`src/common/vtp_pkg.sv`:
```
// Shared types for the address translation shim.
// Every module refers to these by scoped name, so this package is compiled first.

package vtp_pkg;

    // ========================================
    // Address geometry
    // ========================================

    // Pages are 4KB, so the low 12 bits of an address pass through untranslated
    localparam int PAGE_OFFSET_BITS = 12;

    // Each page table entry occupies one 64-bit word
    localparam int PTE_BYTES = 8;

    typedef logic [31:0] va_t;
    typedef logic [31:0] pa_t;
    typedef logic [19:0] vpn_t;
    typedef logic [19:0] ppn_t;
    typedef logic [6:0]  client_tag_t;

    // ========================================
    // Channel payloads
    // ========================================

    // The walk bit marks page table reads so their responses can be steered back
    typedef struct packed {
        logic        walk;
        client_tag_t tag;
    } mem_tag_t;

    typedef struct packed {
        va_t         va;
        client_tag_t tag;
    } afu_req_t;

    typedef struct packed {
        pa_t      addr;
        mem_tag_t tag;
    } mem_req_t;

    typedef struct packed {
        logic [63:0] data;
        mem_tag_t    tag;
    } mem_rsp_t;

    typedef enum logic [0:0] {
        RSP_OK    = 1'b0,
        RSP_FAULT = 1'b1
    } rsp_status_t;

    typedef struct packed {
        logic [63:0] data;
        client_tag_t tag;
        rsp_status_t status;
    } afu_rsp_t;

    // Entry layout in the low bits of a memory word, present bit at bit 0
    typedef struct packed {
        logic [42:0] rsvd;
        ppn_t        ppn;
        logic        present;
    } pte_t;

    // ========================================
    // Internal control
    // ========================================

    typedef enum logic [1:0] {
        XS_IDLE,
        XS_LOOKUP,
        XS_WALK,
        XS_FAULT
    } xlate_state_t;

    typedef struct packed {
        vpn_t vpn;
        ppn_t ppn;
    } tlb_fill_t;

endpackage

```
`src/rtl/mem_req_arb.sv`:
```
// Shares one memory port between the translator and the page table walker.
// Purely combinational, with walker requests first and responses routed by their walk bit.

module mem_req_arb
(
    input  vtp_pkg::mem_req_t  xl_mem_req,
    input  logic               xl_mem_req_valid,
    output logic               xl_mem_req_ready,

    input  vtp_pkg::mem_req_t  pw_mem_req,
    input  logic               pw_mem_req_valid,
    output logic               pw_mem_req_ready,

    output vtp_pkg::mem_req_t  mem_req,
    output logic               mem_req_valid,
    input  logic               mem_req_ready,

    input  vtp_pkg::mem_rsp_t  mem_rsp,
    input  logic               mem_rsp_valid,
    output logic               mem_rsp_ready,

    output vtp_pkg::mem_rsp_t  pw_rsp,
    output logic               pw_rsp_valid,

    output vtp_pkg::afu_rsp_t  afu_rsp,
    output logic               afu_rsp_valid,
    input  logic               afu_rsp_ready,

    input  vtp_pkg::afu_rsp_t  xl_fault,
    input  logic               xl_fault_valid,
    output logic               xl_fault_ready
);

    // ========================================
    // Request side
    // ========================================

    // Walker reads win, since a pending walk is what holds up the client
    assign mem_req_valid    = pw_mem_req_valid || xl_mem_req_valid;
    assign mem_req          = pw_mem_req_valid ? pw_mem_req : xl_mem_req;
    assign pw_mem_req_ready = mem_req_ready;
    assign xl_mem_req_ready = mem_req_ready && !pw_mem_req_valid;

    // ========================================
    // Response side
    // ========================================

    logic client_rsp_valid;

    assign pw_rsp           = mem_rsp;
    assign pw_rsp_valid     = mem_rsp_valid && mem_rsp.tag.walk;
    assign client_rsp_valid = mem_rsp_valid && !mem_rsp.tag.walk;

    // Walk responses are always drained, even while the client stalls
    assign mem_rsp_ready = mem_rsp.tag.walk || afu_rsp_ready;

    // Faults take the response port only when no memory data is waiting
    assign afu_rsp_valid  = client_rsp_valid || xl_fault_valid;
    assign xl_fault_ready = afu_rsp_ready && !client_rsp_valid;
    assign afu_rsp        = client_rsp_valid ?
                            '{data: mem_rsp.data, tag: mem_rsp.tag.tag, status: vtp_pkg::RSP_OK} :
                            xl_fault;

endmodule

```
`src/rtl/vtp_shim_top.sv`:
```
// Top level of the translation shim between a virtual-address client and a memory port.
// Connects the translator, TLB, walker and memory arbiter.

module vtp_shim_top
#(
    parameter int TLB_ENTRIES = 16
)
(
    input  logic               clk,
    input  logic               reset,
    input  vtp_pkg::pa_t       pt_base,

    input  vtp_pkg::afu_req_t  afu_req,
    input  logic               afu_req_valid,
    output logic               afu_req_ready,

    output vtp_pkg::afu_rsp_t  afu_rsp,
    output logic               afu_rsp_valid,
    input  logic               afu_rsp_ready,

    output vtp_pkg::mem_req_t  mem_req,
    output logic               mem_req_valid,
    input  logic               mem_req_ready,

    input  vtp_pkg::mem_rsp_t  mem_rsp,
    input  logic               mem_rsp_valid,
    output logic               mem_rsp_ready
);

    // Translator to arbiter
    vtp_pkg::mem_req_t  xl_mem_req;
    logic               xl_mem_req_valid;
    logic               xl_mem_req_ready;
    vtp_pkg::afu_rsp_t  xl_fault;
    logic               xl_fault_valid;
    logic               xl_fault_ready;

    // Translator to TLB
    logic               lookup_en;
    vtp_pkg::vpn_t      lookup_vpn;
    logic               lookup_hit;
    vtp_pkg::ppn_t      lookup_ppn;

    // Translator to walker, and walker to TLB and arbiter
    vtp_pkg::vpn_t      walk_vpn;
    logic               walk_valid;
    logic               walk_ready;
    logic               walk_done;
    logic               walk_fault;
    logic               fill_en;
    vtp_pkg::tlb_fill_t tlb_fill;
    vtp_pkg::mem_req_t  pw_mem_req;
    logic               pw_mem_req_valid;
    logic               pw_mem_req_ready;
    vtp_pkg::mem_rsp_t  pw_rsp;
    logic               pw_rsp_valid;

    vtp_translate xlate
    (
        .clk, .reset,
        .afu_req, .afu_req_valid, .afu_req_ready,
        .xl_mem_req, .xl_mem_req_valid, .xl_mem_req_ready,
        .lookup_en, .lookup_vpn, .lookup_hit, .lookup_ppn,
        .walk_vpn, .walk_valid, .walk_ready, .walk_done, .walk_fault,
        .xl_fault, .xl_fault_valid, .xl_fault_ready
    );

    vtp_tlb
    #(
        .TLB_ENTRIES(TLB_ENTRIES)
    )
    tlb
    (
        .clk, .reset,
        .lookup_en, .lookup_vpn, .lookup_hit, .lookup_ppn,
        .fill_en, .tlb_fill
    );

    vtp_pt_walk walker
    (
        .clk, .reset, .pt_base,
        .walk_vpn, .walk_valid, .walk_ready,
        .pw_mem_req, .pw_mem_req_valid, .pw_mem_req_ready,
        .pw_rsp, .pw_rsp_valid,
        .fill_en, .tlb_fill, .walk_done, .walk_fault
    );

    mem_req_arb arb
    (
        .xl_mem_req, .xl_mem_req_valid, .xl_mem_req_ready,
        .pw_mem_req, .pw_mem_req_valid, .pw_mem_req_ready,
        .mem_req, .mem_req_valid, .mem_req_ready,
        .mem_rsp, .mem_rsp_valid, .mem_rsp_ready,
        .pw_rsp, .pw_rsp_valid,
        .afu_rsp, .afu_rsp_valid, .afu_rsp_ready,
        .xl_fault, .xl_fault_valid, .xl_fault_ready
    );

endmodule

```
`src/vtp/vtp_pt_walk.sv`:
```
// Page table walker for a flat, single-level table at pt_base.
// Reads one entry per walk and either fills the TLB or reports a fault.

module vtp_pt_walk
(
    input  logic                clk,
    input  logic                reset,

    input  vtp_pkg::pa_t        pt_base,

    input  vtp_pkg::vpn_t       walk_vpn,
    input  logic                walk_valid,
    output logic                walk_ready,

    output vtp_pkg::mem_req_t   pw_mem_req,
    output logic                pw_mem_req_valid,
    input  logic                pw_mem_req_ready,

    input  vtp_pkg::mem_rsp_t   pw_rsp,
    input  logic                pw_rsp_valid,

    output logic                fill_en,
    output vtp_pkg::tlb_fill_t  tlb_fill,
    output logic                walk_done,
    output logic                walk_fault
);

    // Busy from walk accept until the entry has been decoded
    logic          busy;
    vtp_pkg::vpn_t vpn_q;
    vtp_pkg::pte_t pte;

    assign walk_ready = !busy;

    // The entry sits in the low bits of the returned word
    assign pte = vtp_pkg::pte_t'(pw_rsp.data);

    always_ff @(posedge clk)
    begin
        if (!reset)
        begin
            busy             <= 1'b0;
            pw_mem_req_valid <= 1'b0;
            fill_en          <= 1'b0;
            walk_done        <= 1'b0;
            walk_fault       <= 1'b0;
        end
        else
        begin
            // Completion signals are single-cycle pulses
            fill_en    <= 1'b0;
            walk_done  <= 1'b0;
            walk_fault <= 1'b0;

            if (walk_valid && walk_ready)
            begin
                busy             <= 1'b1;
                pw_mem_req_valid <= 1'b1;
            end
            else if (pw_mem_req_valid && pw_mem_req_ready)
            begin
                pw_mem_req_valid <= 1'b0;
            end

            // A response only ever comes back for the single read in flight
            if (busy && pw_rsp_valid)
            begin
                busy       <= 1'b0;
                fill_en    <= pte.present;
                walk_done  <= pte.present;
                walk_fault <= !pte.present;
            end
        end
    end

    always_ff @(posedge clk)
    begin
        if (walk_valid && walk_ready)
        begin
            vpn_q               <= walk_vpn;
            pw_mem_req.addr     <= pt_base + vtp_pkg::pa_t'(walk_vpn) * vtp_pkg::PTE_BYTES;
            pw_mem_req.tag.walk <= 1'b1;
            pw_mem_req.tag.tag  <= '0;
        end

        if (busy && pw_rsp_valid)
        begin
            tlb_fill.vpn <= vpn_q;
            tlb_fill.ppn <= pte.ppn;
        end
    end

endmodule

```
`src/vtp/vtp_tlb.sv`:
```
// Direct-mapped TLB for 4KB pages.
// Lookups answer one cycle after lookup_en and fills complete in a single cycle.

module vtp_tlb
#(
    parameter int TLB_ENTRIES = 16
)
(
    input  logic               clk,
    input  logic               reset,

    input  logic               lookup_en,
    input  vtp_pkg::vpn_t      lookup_vpn,
    output logic               lookup_hit,
    output vtp_pkg::ppn_t      lookup_ppn,

    input  logic               fill_en,
    input  vtp_pkg::tlb_fill_t tlb_fill
);

    // The low vpn bits pick the entry and the remaining bits form the tag
    localparam int IDX_BITS = $clog2(TLB_ENTRIES);
    localparam int TAG_BITS = $bits(vtp_pkg::vpn_t) - IDX_BITS;

    logic [TLB_ENTRIES-1:0] entry_valid;
    logic [TAG_BITS-1:0]    entry_tag [TLB_ENTRIES];
    vtp_pkg::ppn_t          entry_ppn [TLB_ENTRIES];

    // Lookup address captured on lookup_en and compared in the following cycle
    logic [IDX_BITS-1:0]    idx_q;
    logic [TAG_BITS-1:0]    tag_q;

    always_ff @(posedge clk)
    begin
        if (!reset)
        begin
            idx_q <= '0;
            tag_q <= '0;
        end
        else if (lookup_en)
        begin
            idx_q <= lookup_vpn[IDX_BITS-1:0];
            tag_q <= lookup_vpn[$bits(vtp_pkg::vpn_t)-1:IDX_BITS];
        end
    end

    // Each fill marks its slot valid until the next reset
    always_ff @(posedge clk)
    begin
        if (!reset)
        begin
            entry_valid <= '0;
        end
        else if (fill_en)
        begin
            entry_valid[tlb_fill.vpn[IDX_BITS-1:0]] <= 1'b1;
        end
    end

    // A fill simply overwrites its slot, so aliasing pages evict each other
    always_ff @(posedge clk)
    begin
        if (fill_en)
        begin
            entry_tag[tlb_fill.vpn[IDX_BITS-1:0]] <=
                tlb_fill.vpn[$bits(vtp_pkg::vpn_t)-1:IDX_BITS];
            entry_ppn[tlb_fill.vpn[IDX_BITS-1:0]] <= tlb_fill.ppn;
        end
    end

    // The compare reads the array after any fill from the lookup cycle has landed
    assign lookup_hit = entry_valid[idx_q] && (entry_tag[idx_q] == tag_q);
    assign lookup_ppn = entry_ppn[idx_q];

endmodule

```
`src/vtp/vtp_translate.sv`:
```
// Translation control for client reads, one request in flight at a time.
// Hits go straight to memory, misses go through the walker and are then replayed.

module vtp_translate
(
    input  logic                clk,
    input  logic                reset,

    input  vtp_pkg::afu_req_t   afu_req,
    input  logic                afu_req_valid,
    output logic                afu_req_ready,

    output vtp_pkg::mem_req_t   xl_mem_req,
    output logic                xl_mem_req_valid,
    input  logic                xl_mem_req_ready,

    output logic                lookup_en,
    output vtp_pkg::vpn_t       lookup_vpn,
    input  logic                lookup_hit,
    input  vtp_pkg::ppn_t       lookup_ppn,

    output vtp_pkg::vpn_t       walk_vpn,
    output logic                walk_valid,
    input  logic                walk_ready,
    input  logic                walk_done,
    input  logic                walk_fault,

    output vtp_pkg::afu_rsp_t   xl_fault,
    output logic                xl_fault_valid,
    input  logic                xl_fault_ready
);

    vtp_pkg::xlate_state_t state;

    // The accepted request, held until its read or fault has been handed off
    vtp_pkg::afu_req_t req_q;

    logic req_accept;
    assign req_accept = (state == vtp_pkg::XS_IDLE) && afu_req_valid && afu_req_ready;

    // ========================================
    // TLB lookup
    // ========================================

    // First lookup uses the incoming address, a replay uses the held one
    assign lookup_en  = req_accept || ((state == vtp_pkg::XS_WALK) && walk_done);
    assign lookup_vpn = (state == vtp_pkg::XS_IDLE) ?
                        vtp_pkg::vpn_t'(afu_req.va >> vtp_pkg::PAGE_OFFSET_BITS) :
                        vtp_pkg::vpn_t'(req_q.va >> vtp_pkg::PAGE_OFFSET_BITS);

    assign walk_vpn = vtp_pkg::vpn_t'(req_q.va >> vtp_pkg::PAGE_OFFSET_BITS);

    // Fault payload is fixed while in XS_FAULT because req_q does not change
    assign xl_fault = '{data: '0, tag: req_q.tag, status: vtp_pkg::RSP_FAULT};

    always_ff @(posedge clk)
    begin
        if (req_accept)
        begin
            req_q <= afu_req;
        end

        // Capture the physical address on the hit, before the valid goes up
        if ((state == vtp_pkg::XS_LOOKUP) && !xl_mem_req_valid)
        begin
            xl_mem_req.addr     <= {lookup_ppn, req_q.va[vtp_pkg::PAGE_OFFSET_BITS-1:0]};
            xl_mem_req.tag.walk <= 1'b0;
            xl_mem_req.tag.tag  <= req_q.tag;
        end
    end

    // ========================================
    // State machine
    // ========================================

    always_ff @(posedge clk)
    begin
        if (!reset)
        begin
            state            <= vtp_pkg::XS_IDLE;
            afu_req_ready    <= 1'b0;
            xl_mem_req_valid <= 1'b0;
            walk_valid       <= 1'b0;
            xl_fault_valid   <= 1'b0;
        end
        else
        begin
            unique case (state)
                vtp_pkg::XS_IDLE:
                begin
                    // Ready rises the first cycle after reset and drops on accept
                    if (req_accept)
                    begin
                        afu_req_ready <= 1'b0;
                        state         <= vtp_pkg::XS_LOOKUP;
                    end
                    else
                    begin
                        afu_req_ready <= 1'b1;
                    end
                end

                vtp_pkg::XS_LOOKUP:
                begin
                    if (xl_mem_req_valid)
                    begin
                        // Wait here until the arbiter takes the read
                        if (xl_mem_req_ready)
                        begin
                            xl_mem_req_valid <= 1'b0;
                            afu_req_ready    <= 1'b1;
                            state            <= vtp_pkg::XS_IDLE;
                        end
                    end
                    else if (lookup_hit)
                    begin
                        xl_mem_req_valid <= 1'b1;
                    end
                    else
                    begin
                        // Miss, so hand the page to the walker
                        walk_valid <= 1'b1;
                        state      <= vtp_pkg::XS_WALK;
                    end
                end

                vtp_pkg::XS_WALK:
                begin
                    if (walk_valid && walk_ready)
                    begin
                        walk_valid <= 1'b0;
                    end

                    // walk_done already issued the replay lookup above
                    if (walk_done)
                    begin
                        state <= vtp_pkg::XS_LOOKUP;
                    end
                    else if (walk_fault)
                    begin
                        xl_fault_valid <= 1'b1;
                        state          <= vtp_pkg::XS_FAULT;
                    end
                end

                vtp_pkg::XS_FAULT:
                begin
                    if (xl_fault_ready)
                    begin
                        xl_fault_valid <= 1'b0;
                        afu_req_ready  <= 1'b1;
                        state          <= vtp_pkg::XS_IDLE;
                    end
                end

                default:
                begin
                    state <= vtp_pkg::XS_IDLE;
                end
            endcase
        end
    end

endmodule
```
`config.mk`:
```
export PLATFORM = sky130hd
export DESIGN_NAME = vtp_shim_top
export DESIGN_NICKNAME = d
export VERILOG_FILES = /design/src/common/vtp_pkg.sv /design/src/rtl/mem_req_arb.sv /design/src/rtl/vtp_shim_top.sv /design/src/vtp/vtp_pt_walk.sv /design/src/vtp/vtp_tlb.sv /design/src/vtp/vtp_translate.sv
export SDC_FILE = /design/constraint.sdc
export NUM_CORES = 1
export LEC_CHECK = 0
export BUFFER_PORTS_ARGS = -buffer_cell sky130_fd_sc_hd__buf_2
export CAP_MARGIN = 10
export CORE_MARGIN = 10
export CORE_UTILIZATION = 50
export DETAILED_ROUTE_END_ITERATION = 8
export PLACE_DENSITY = 0.79
export SLEW_MARGIN = 20
export SYNTH_ARGS = -nofsm -noshare
export SYNTH_HDL_FRONTEND = slang
export SYNTH_SLANG_ARGS = --single-unit
```
`constraint.sdc`:
```
create_clock -name clk -period 6.6 [get_ports clk]
set_input_delay 1.32 -clock clk [delete_from_list [all_inputs] [get_ports clk]]
set_output_delay 1.32 -clock clk [all_outputs]
set_load 0.02 [all_outputs]
```
== After elaboration in Yosys (flattened, before gate mapping) ==
Memories as Yosys holds them, arrays and structs flattened. A register that Yosys moved wholly into a read port is not among the register bits.
Index checks and enable logic that the tools add are counted.
Word-level totals
  register bits: 216
  memory bits (writable): 576
  input port bits: 149
  output and inout bits: 116
  memories kept: 2
Memories
  tlb.entry_ppn: words 16, width 20, read ports 1, clocked after Yosys merged registers in 1, wr ports 1, line vtp_tlb.sv:27  | vtp_pkg::ppn_t entry_ppn [TLB_ENTRIES];
  tlb.entry_tag: words 16, width 16, read ports 1, clocked after Yosys merged registers in 1, wr ports 1, line vtp_tlb.sv:26  | logic [TAG_BITS-1:0] entry_tag [TLB_ENTRIES];
Cells by class
  add/subtract/negate cells: 1
  $lt $le $gt $ge: 3
  equality and inequality tests: 16
  muxes and demuxes: 37
  bitwise logic cells: 2
  reductions and logical operators: 34
Operators by type and width (number)
  2-to-1 mux 72 bit: 1
  2-to-1 mux 40 bit: 1
  adder 32 x 23 -> 32 bit: 1
  2-to-1 mux 20 bit: 1
  2-to-1 mux 1 bit: 19
  == test 16 bit: 1
  bitwise OR 16 bit: 1
  2-to-1 mux 2 bit: 7
  logical AND 1 bit: 13
  != test 2 x 1 -> 1 bit (second input constant): 6
  AND reduction 4 bit: 3
  < comparator 4 x 5 -> 1 bit (second input constant): 2
  2-to-1 mux 4 bit: 2
  case mux 2 bit (4 select lines): 1
  zero test 1 bit: 6
  != test 2 bit (second input constant): 3
  != test 3 x 2 -> 1 bit (second input constant): 2
  nonzero test 2 bit: 3
  AND reduction 5 bit: 1
  binary-select mux 1 bit (select 4 bit): 1
  demux 1 bit (select 4 bit): 1
  == test 2 bit (second input constant): 2
  >= comparator 4 x 1 -> 1 bit (second input constant): 1
  logical OR 1 bit: 4
  other kinds (9): 10

== Logic depth before layout (Yosys ltp) ==
Gate-level depths: netlist (run 1).
  word-level depth: 6
  gate-level depth with buffers: 12
  depth with buffers taken out: 10

== By module ==
A second synthesis (run 1) with hierarchy kept.
Second synthesis, totals
  cells, all modules: 1819
  area total of the unflattened synthesis: 34017.6 µm²
By module, submodules not included
  vtp_tlb: times used 1, cells an instance 1066, area each 23746.5 µm²
  vtp_pt_walk: times used 1, cells an instance 311, area each 4321.6 µm²
  vtp_translate: times used 1, cells an instance 237, area each 3723.6 µm²
  mem_req_arb: times used 1, cells an instance 205, area each 2225.9 µm²

== Least setup slack after synthesis (run 1) ==
Ideal clock, no wire load.
  path kind: input to register
  from: input afu_req_valid
  to: register (tool-made name)
  arrival time: 4.973 ns
  required time: 6.498 ns
  path slack: 1.525 ns
  stages: 6
  buffers on the path: 1
  cells stage by stage: nand2_1 > nor3_1 > a21o_1 > clkbuf_1 > nor2_1 > a311oi_1
RTL lines
  from (decl): line vtp_shim_top.sv:14  | input logic afu_req_valid,

==> impl_metrics.ini, run 1 <==
[setup_path]
slowest_stage = buf_4
cp-endpoint = afu_rsp[7]
cp.required_ns = 5.28
reg2reg_depth = 8
endpoint_kind = output port
critPathMaxFanout = 72
r2r_slack_ns = 2.77
critPathLaunchType = input port
critPathKind = in -> out
crit_chain = buf_2 > nor2b_4 > buf_4 > clkinv_1 > nand2_1 > nand2_1 > buf_2
arrival_ns = 2.82
crit_start = mem_rsp[7]
slowest_delay_ns = 0.46
r2r-end = xlate.walk_valid

[hold_path]
hold_class = reg -> reg

[die]
die_x_um = 271
die_h_um = 271
num_rows = 91
core-area_um2 = 62100
initial_core_util_pct = 50.7
die-area_um2 = 73400
ios = 265

[timing]
period_share_pct = 62.8
maxSlewHeadroom_pct = 24.2
finClkSkew_ns = 0.0337
finalMaxSlewViolations = 0
tightest_slew_ns = 1.14
rsz0062_at_grt = false
setup_viol = 0
hold_viol = 0
fmax_ghz = 0.241
finalWorstPathRequiredPeriod_ns = 4.14
worst_slack_ns = 2.46
fin_tns_setup_ns = 0

[yosys]
synth_ff_type = edfxtp_1
synth_area_per_cell_um2 = 18.9
ys_types = 70
async_flop_share_pct = 0
syn-cell-area_um2 = 31500
ys_seq_area_share_pct = 74.4
synth_nets = 1832
synth-edff-count = 746
ys_warn_count = 0
synthCells = 1662
synth_seq_cells = 796

[global_routing]
gr-total-overflow = 0
antenna_found_initial = 8
grt_pass1_wl_um = 118000
grt_max_degree = 73
grt_pass1_vias = 17990
track_usage_pct = 21.5

[clock_tree]
hold_buffers = 0
cts.sinks = 796
numCtsBuffers = 76
cts_root_buf = clkbuf_16
post_cts.repair.setup_buffers = 0
h-tree-depth = 3
clk_latency_ns = 0.63
cts_resized = 0
tritoncts = yes
clk_pin_slew_ns = 0.06
clockBufferDepth = 3

[routing]
final_antenna_net_count = 0
vias = 17429
first_iter_violations = 2249
routed_wl_um = 80300
wl_per_cell_um = 28.1
viasPerCell = 6.10
drt_first_pass_iters = 5
drc = 0

[layout]
fin_nets = 2124
fill_cells = 4383
most-common-layout-cells = 746 x edfxtp_1, 264 x buf_2, 143 x mux4_2, 79 x clkbuf_16, 75 x nor2_1
final_area_um2 = 36500
drive_above_1_share_pct = 32.1
area_growth_pct = 16.0
layout_commonest_cell = edfxtp_1

[placed_design]
dp_hpwl_um = 47100
gp_congestion = 0.825
dpl_cell_area_um2 = 33800
io_buffers = 264
place_ws_ns = 2.00

[run_status]
status = finished clean

[power_and_ir_drop]
p_leak_nw = 12.2
power.density_nw_per_um2 = 310
max-vdd-ir-drop_mv = 0.237

[job]
maxCapViolCount = 0
## cell type report
| class | instances | area, um^2 | share of cell area (%) |
|---|---|---|---|
| Sequential cell | 796 | 23400 | 64.2 |
| Inverter | 23 | 86.3 | 0.236 |
| Timing Repair Buffer | 297 | 1580 | 4.33 |
| Tap cell | 837 | 1050 | 2.87 |
| Clock inverter | 41 | 532 | 1.46 |
| Clock buffer | 99 | 2120 | 5.81 |
| Multi-Input combinational cell | 760 | 7710 | 21.1 |
| Antenna cell | 4 | 10.0 | 0.0274 |
## worst max-delay path: cells and delay by family
family / cells / cell delay, ns
buffers and inverters: 4 / 1.15
and+or+nand+nor: 3 / 0.33
## cell usage after synthesis (all sizes together) (3+ instances only)
master | count | area [um^2]
nor3 | 16 | 80.1
dfxtp | 50 | 1000
nand2b | 9 | 56.3
or2 | 7 | 43.8
a21o | 8 | 60.1
and2 | 66 | 413
buf | 35 | 236
a21oi | 23 | 115
o21ai | 44 | 224
and3 | 6 | 37.5
xnor2 | 18 | 158
a22oi | 4 | 30.0
xor2 | 14 | 123
a221o | 8 | 80.1
nand3 | 14 | 70.1
a221oi | 8 | 70.1
edfxtp | 746 | 22400
o22ai | 4 | 25.0
nand3b | 4 | 30.0
nor2 | 90 | 338
clkbuf | 48 | 180
clkinv | 5 | 18.8
a32oi | 4 | 35.0
mux2i | 51 | 510
o21bai | 5 | 37.5
mux2 | 42 | 473
a311oi | 22 | 193
ha | 20 | 250
nor3b | 6 | 50.1
or3 | 6 | 42.5
nand4 | 4 | 25.0
o21a | 4 | 30.0
a211oi | 3 | 22.5
nand2 | 57 | 214
nor2b | 14 | 87.6
inv | 18 | 67.6
a31o | 3 | 26.3
mux4 | 147 | 3330
## how the worst min path moves through the flow
stage / startpoint / to / slack, ns / cells after the start
after floorplan: walker.vpn_q[0] / walker.tlb_fill[20] / 0.40 / 0
after global placement: walker.vpn_q[12] / walker.tlb_fill[32] / 0.40 / 0
after detailed placement: walker.vpn_q[9] / walker.tlb_fill[29] / 0.40 / 0
after CTS: walker.vpn_q[9] / walker.tlb_fill[29] / 0.41 / 0
after global routing: walker.vpn_q[13] / walker.tlb_fill[33] / 0.42 / 0
final: walker.vpn_q[9] / walker.tlb_fill[29] / 0.41 / 0
## layer usage
layer  share of wire (%)  GRT usage [%]  vias to the layer above  wire length, um
li1                    -              -                     7244                -
met1                  36           27.4                     8910            29300
met2                  50           35.4                     1087            40300
met3                 9.8           4.61                      184             7900
met4                 3.5           8.95                        4             2790
met5               0.035              0                        -               28
## registers in the layout, indices dropped and copies added (netlist names), named ones only
register	count
walker.busy	1
tlb.idx_q	4
tlb.tag_q	16
walker.walk_fault	1
xlate.walk_valid	1
xlate.state	2
xlate.xl_mem_req	39
xlate.walk_vpn	20
walker.fill_en	1
walker.vpn_q	20
walker.tlb_fill	40
xlate.req_q	12
tlb.entry_ppn	320
tlb.entry_valid	16
xlate.xl_mem_req_valid	1
tlb.entry_tag	256
walker.pw_mem_req_valid	1
xlate.xl_fault	7
xlate.xl_fault_valid	1
xlate.afu_req_ready	1
walker.pw_mem_req	32
## logic make-up after synthesis
kind of cell	synth area share (%)
AO/OA/AOI/OAI	3.77
XOR/XNOR	0.891
adder cells (fa/ha/maj)	0.859
buffers and inverters	1.60
flip-flops	74.4
multiplexers	13.7
AND/OR/NAND/NOR	4.83
## power by group
group	internal, W	switching (W)	total (W)
Sequential	0.00559	0.000130	0.00572
Combinational	0.000444	0.000553	0.000996
Clock	0.00275	0.00186	0.00461
## per-stage QoR
stage          cells  power, W  util (%)  hold WS [ns]
6_report        2857    0.0113      58.8         0.407
3_3_place_gp    2712   0.00678      54.5         0.400
3_5_place_dp    2712   0.00681      54.5         0.405
4_1_cts         2852    0.0114      58.8         0.414
2_1_floorplan   1662   0.00648         -         0.400
5_1_grt         2857    0.0116      58.8         0.424
Power figures use the tool's default switching activity.
==> inputs of run 2 (changes only) <==
- ABC_AREA: not set -> 1
- PLACE_DENSITY: 0.79 -> 0.81
- clock period: 6.6 -> 3.7 ns (I/O delays scaled with it)
==> impl_metrics.ini, run 2 <==
[run_status]
status = finished clean

[power_and_ir_drop]
combPwrFrac_pct = 22.4
p_leak_nw = 13.9
p_sw_w = 0.00738
intPower_w = 0.0165
switching_share_pct = 30.9
power.density_nw_per_um2 = 642
seq_power_share_pct = 45.4
clkPwrFrac_pct = 32.2
max-vdd-ir-drop_mv = 0.515
finalPower_w = 0.0239

[timing]
finalMaxSlewViolations = 0
setup_viol = 0
period_share_pct = 82.7
fmax_ghz = 0.327
fin_tns_setup_ns = 0
tightest_slew_ns = 1.10
hold_viol = 0
finalWorstPathRequiredPeriod_ns = 3.06
maxSlewHeadroom_pct = 26.9
rsz0062_at_grt = false
worst_slack_ns = 0.640
finClkSkew_ns = 0.0188
hold_ws_ns = 0.298

[clock_tree]
h-tree-depth = 3
numCtsBuffers = 74
clk_pin_slew_ns = 0.06
clk_latency_ns = 0.62
cts_root_buf = clkbuf_16
cts_resized = 0
clockBufferDepth = 3
tritoncts = yes
cts.sinks = 796
hold_buffers = 0
post_cts.repair.setup_buffers = 0

[die]
ios = 265
die-area_um2 = 75500
die_x_um = 275
core-area_um2 = 64300
die_h_um = 275
initial_core_util_pct = 50.4
num_rows = 93

[layout]
most-common-layout-cells = 746 x edfxtp_1, 447 x nand2_1, 392 x nor2_1, 264 x buf_2, 260 x o21ai_0
layout_commonest_cell = edfxtp_1
largest_reg_flops = 320
drive_above_1_share_pct = 15.6
fin_nets = 3129
fill_cells = 4754
area_growth_pct = 14.9

[job]
maxCapViolCount = 0

[yosys]
synth-edff-count = 746
synth_nets = 2884
synth_top_cell_by_area = edfxtp_1
yosysTopAreaCellShare_pct = 69.1
syn-cell-area_um2 = 32400
synth_area_leaders = edfxtp_1 69%, nand2_1 5.2%, nor2_1 4.8%, o21ai_0 4.0%, dfxtp_1 3.1%
ys_types = 43
synth_ff_type = edfxtp_1
synth_area_per_cell_um2 = 12.0
ys_warn_count = 0
synth_most_common_cell = edfxtp_1
yosys-top-cells-count = 746 x edfxtp_1, 448 x nand2_1, 412 x nor2_1
synthCells = 2714
ys_seq_area_share_pct = 72.1
synth_seq_cells = 796
async_flop_share_pct = 0

[placed_design]
gp_congestion = 0.897
io_buffers = 264
place_ws_ns = 0.455
dp_hpwl_um = 50400

[routing]
viasPerCell = 5.79
vias = 22455
first_iter_violations = 3098
final_antenna_net_count = 0
drc = 0
wl_per_cell_um = 22.5
routed_wl_um = 87400
drt_first_pass_iters = 7

[setup_path]
cp.required_ns = 2.96
cpMostUsedCell = nand2_1
crit_chain = clkinv_1 > buf_4 > nand2_1 > nand2_1 > buf_2
reg2reg_depth = 11
critPathKind = reg -> out
arrival_ns = 2.32
rr_startpoint = xlate.walk_vpn[0]
crit_buf_inv = 3
cp.depth = 5
r2r-end = walker.pw_mem_req[35]
slowest_stage = clkinv_1
endpoint_kind = output port
critPathLaunchType = flip-flop
critPathTopFamily = buffers and inverters
slowest_delay_ns = 0.58
r2r_slack_ns = 0.73
critPathMaxFanout = 20

[global_routing]
grt_pass1_vias = 21435
antenna_found_initial = 10
grt_max_degree = 149
gr-total-overflow = 0
track_usage_pct = 22.4
grt_pass1_wl_um = 129000

[hold_path]
min-delay-start = afu_req[10]
hold_class = in -> reg
hold_depth = 1
hold_end = xlate.req_q[10]
[run 2: layout make-up]
cell class,instances,area [um^2],area share (%)
sequential,796,23400,62.8
multi-input combinational,1563,7670,20.6
clock buffer,104,2150,5.77
timing repair buffer,318,1860,5.00
tap,855,1070,2.87
inverter,206,778,2.09
clock inverter,30,299,0.802
antenna,8,20.0,0.0537
[run 2: kinds of logic after synthesis]
| family | Yosys count | share of synthesized area, % |
|---|---|---|
| AND/OR/NAND/NOR | 1034 | 12.7 |
| flip-flops | 796 | 72.1 |
| AO/OA/AOI/OAI | 474 | 8.65 |
| buffers and inverters | 355 | 4.68 |
| XOR/XNOR | 27 | 0.729 |
| adder cells (fa/ha/maj) | 21 | 0.833 |
| multiplexers | 7 | 0.243 |
[run 2: power by group through the flow]
stage / clock [W] / sequential, W / combinational [W]
after floorplan: 0 / 0.0109 / 0.00358
after global placement: 0 / 0.0110 / 0.00510
after detailed placement: 0 / 0.0110 / 0.00523
after CTS: 0.00774 / 0.0109 / 0.00530
after global routing: 0.00810 / 0.0109 / 0.00582
final: 0.00772 / 0.0109 / 0.00535
[run 2: how the worst max path moves through the flow]
| stage | from | endpoint |
|---|---|---|
| after floorplan | xlate.walk_valid | xlate.walk_valid |
| after global placement | pt_base[3] | walker.pw_mem_req[37] |
| after detailed placement | pt_base[3] | walker.pw_mem_req[37] |
| after CTS | walker.pw_mem_req_valid | mem_req[13] |
| after global routing | walker.pw_mem_req_valid | mem_req[24] |
| final | walker.pw_mem_req_valid | mem_req[13] |
[run 2: through the flow]
stage | instance area, um^2 | std cells | utilization [%]
after CTS | 37200 | 3872 | 57.9
after floorplan | 32400 | 2714 | -
after detailed placement | 34800 | 3738 | 54.1
final | 37300 | 3880 | 57.9
after global placement | 34800 | 3738 | 54.1
after global routing | 37300 | 3878 | 57.9
[run 2: per-layer routing]
layer	wire (um)	vias to the layer above	share of wire (%)	GRT usage, %
li1	-	10040	-	-
met1	31500	10716	36	28.5
met2	43200	1449	49	37.1
met4	3950	0	4.5	9.99
met5	0	-	0	0
met3	8780	250	10	4.00
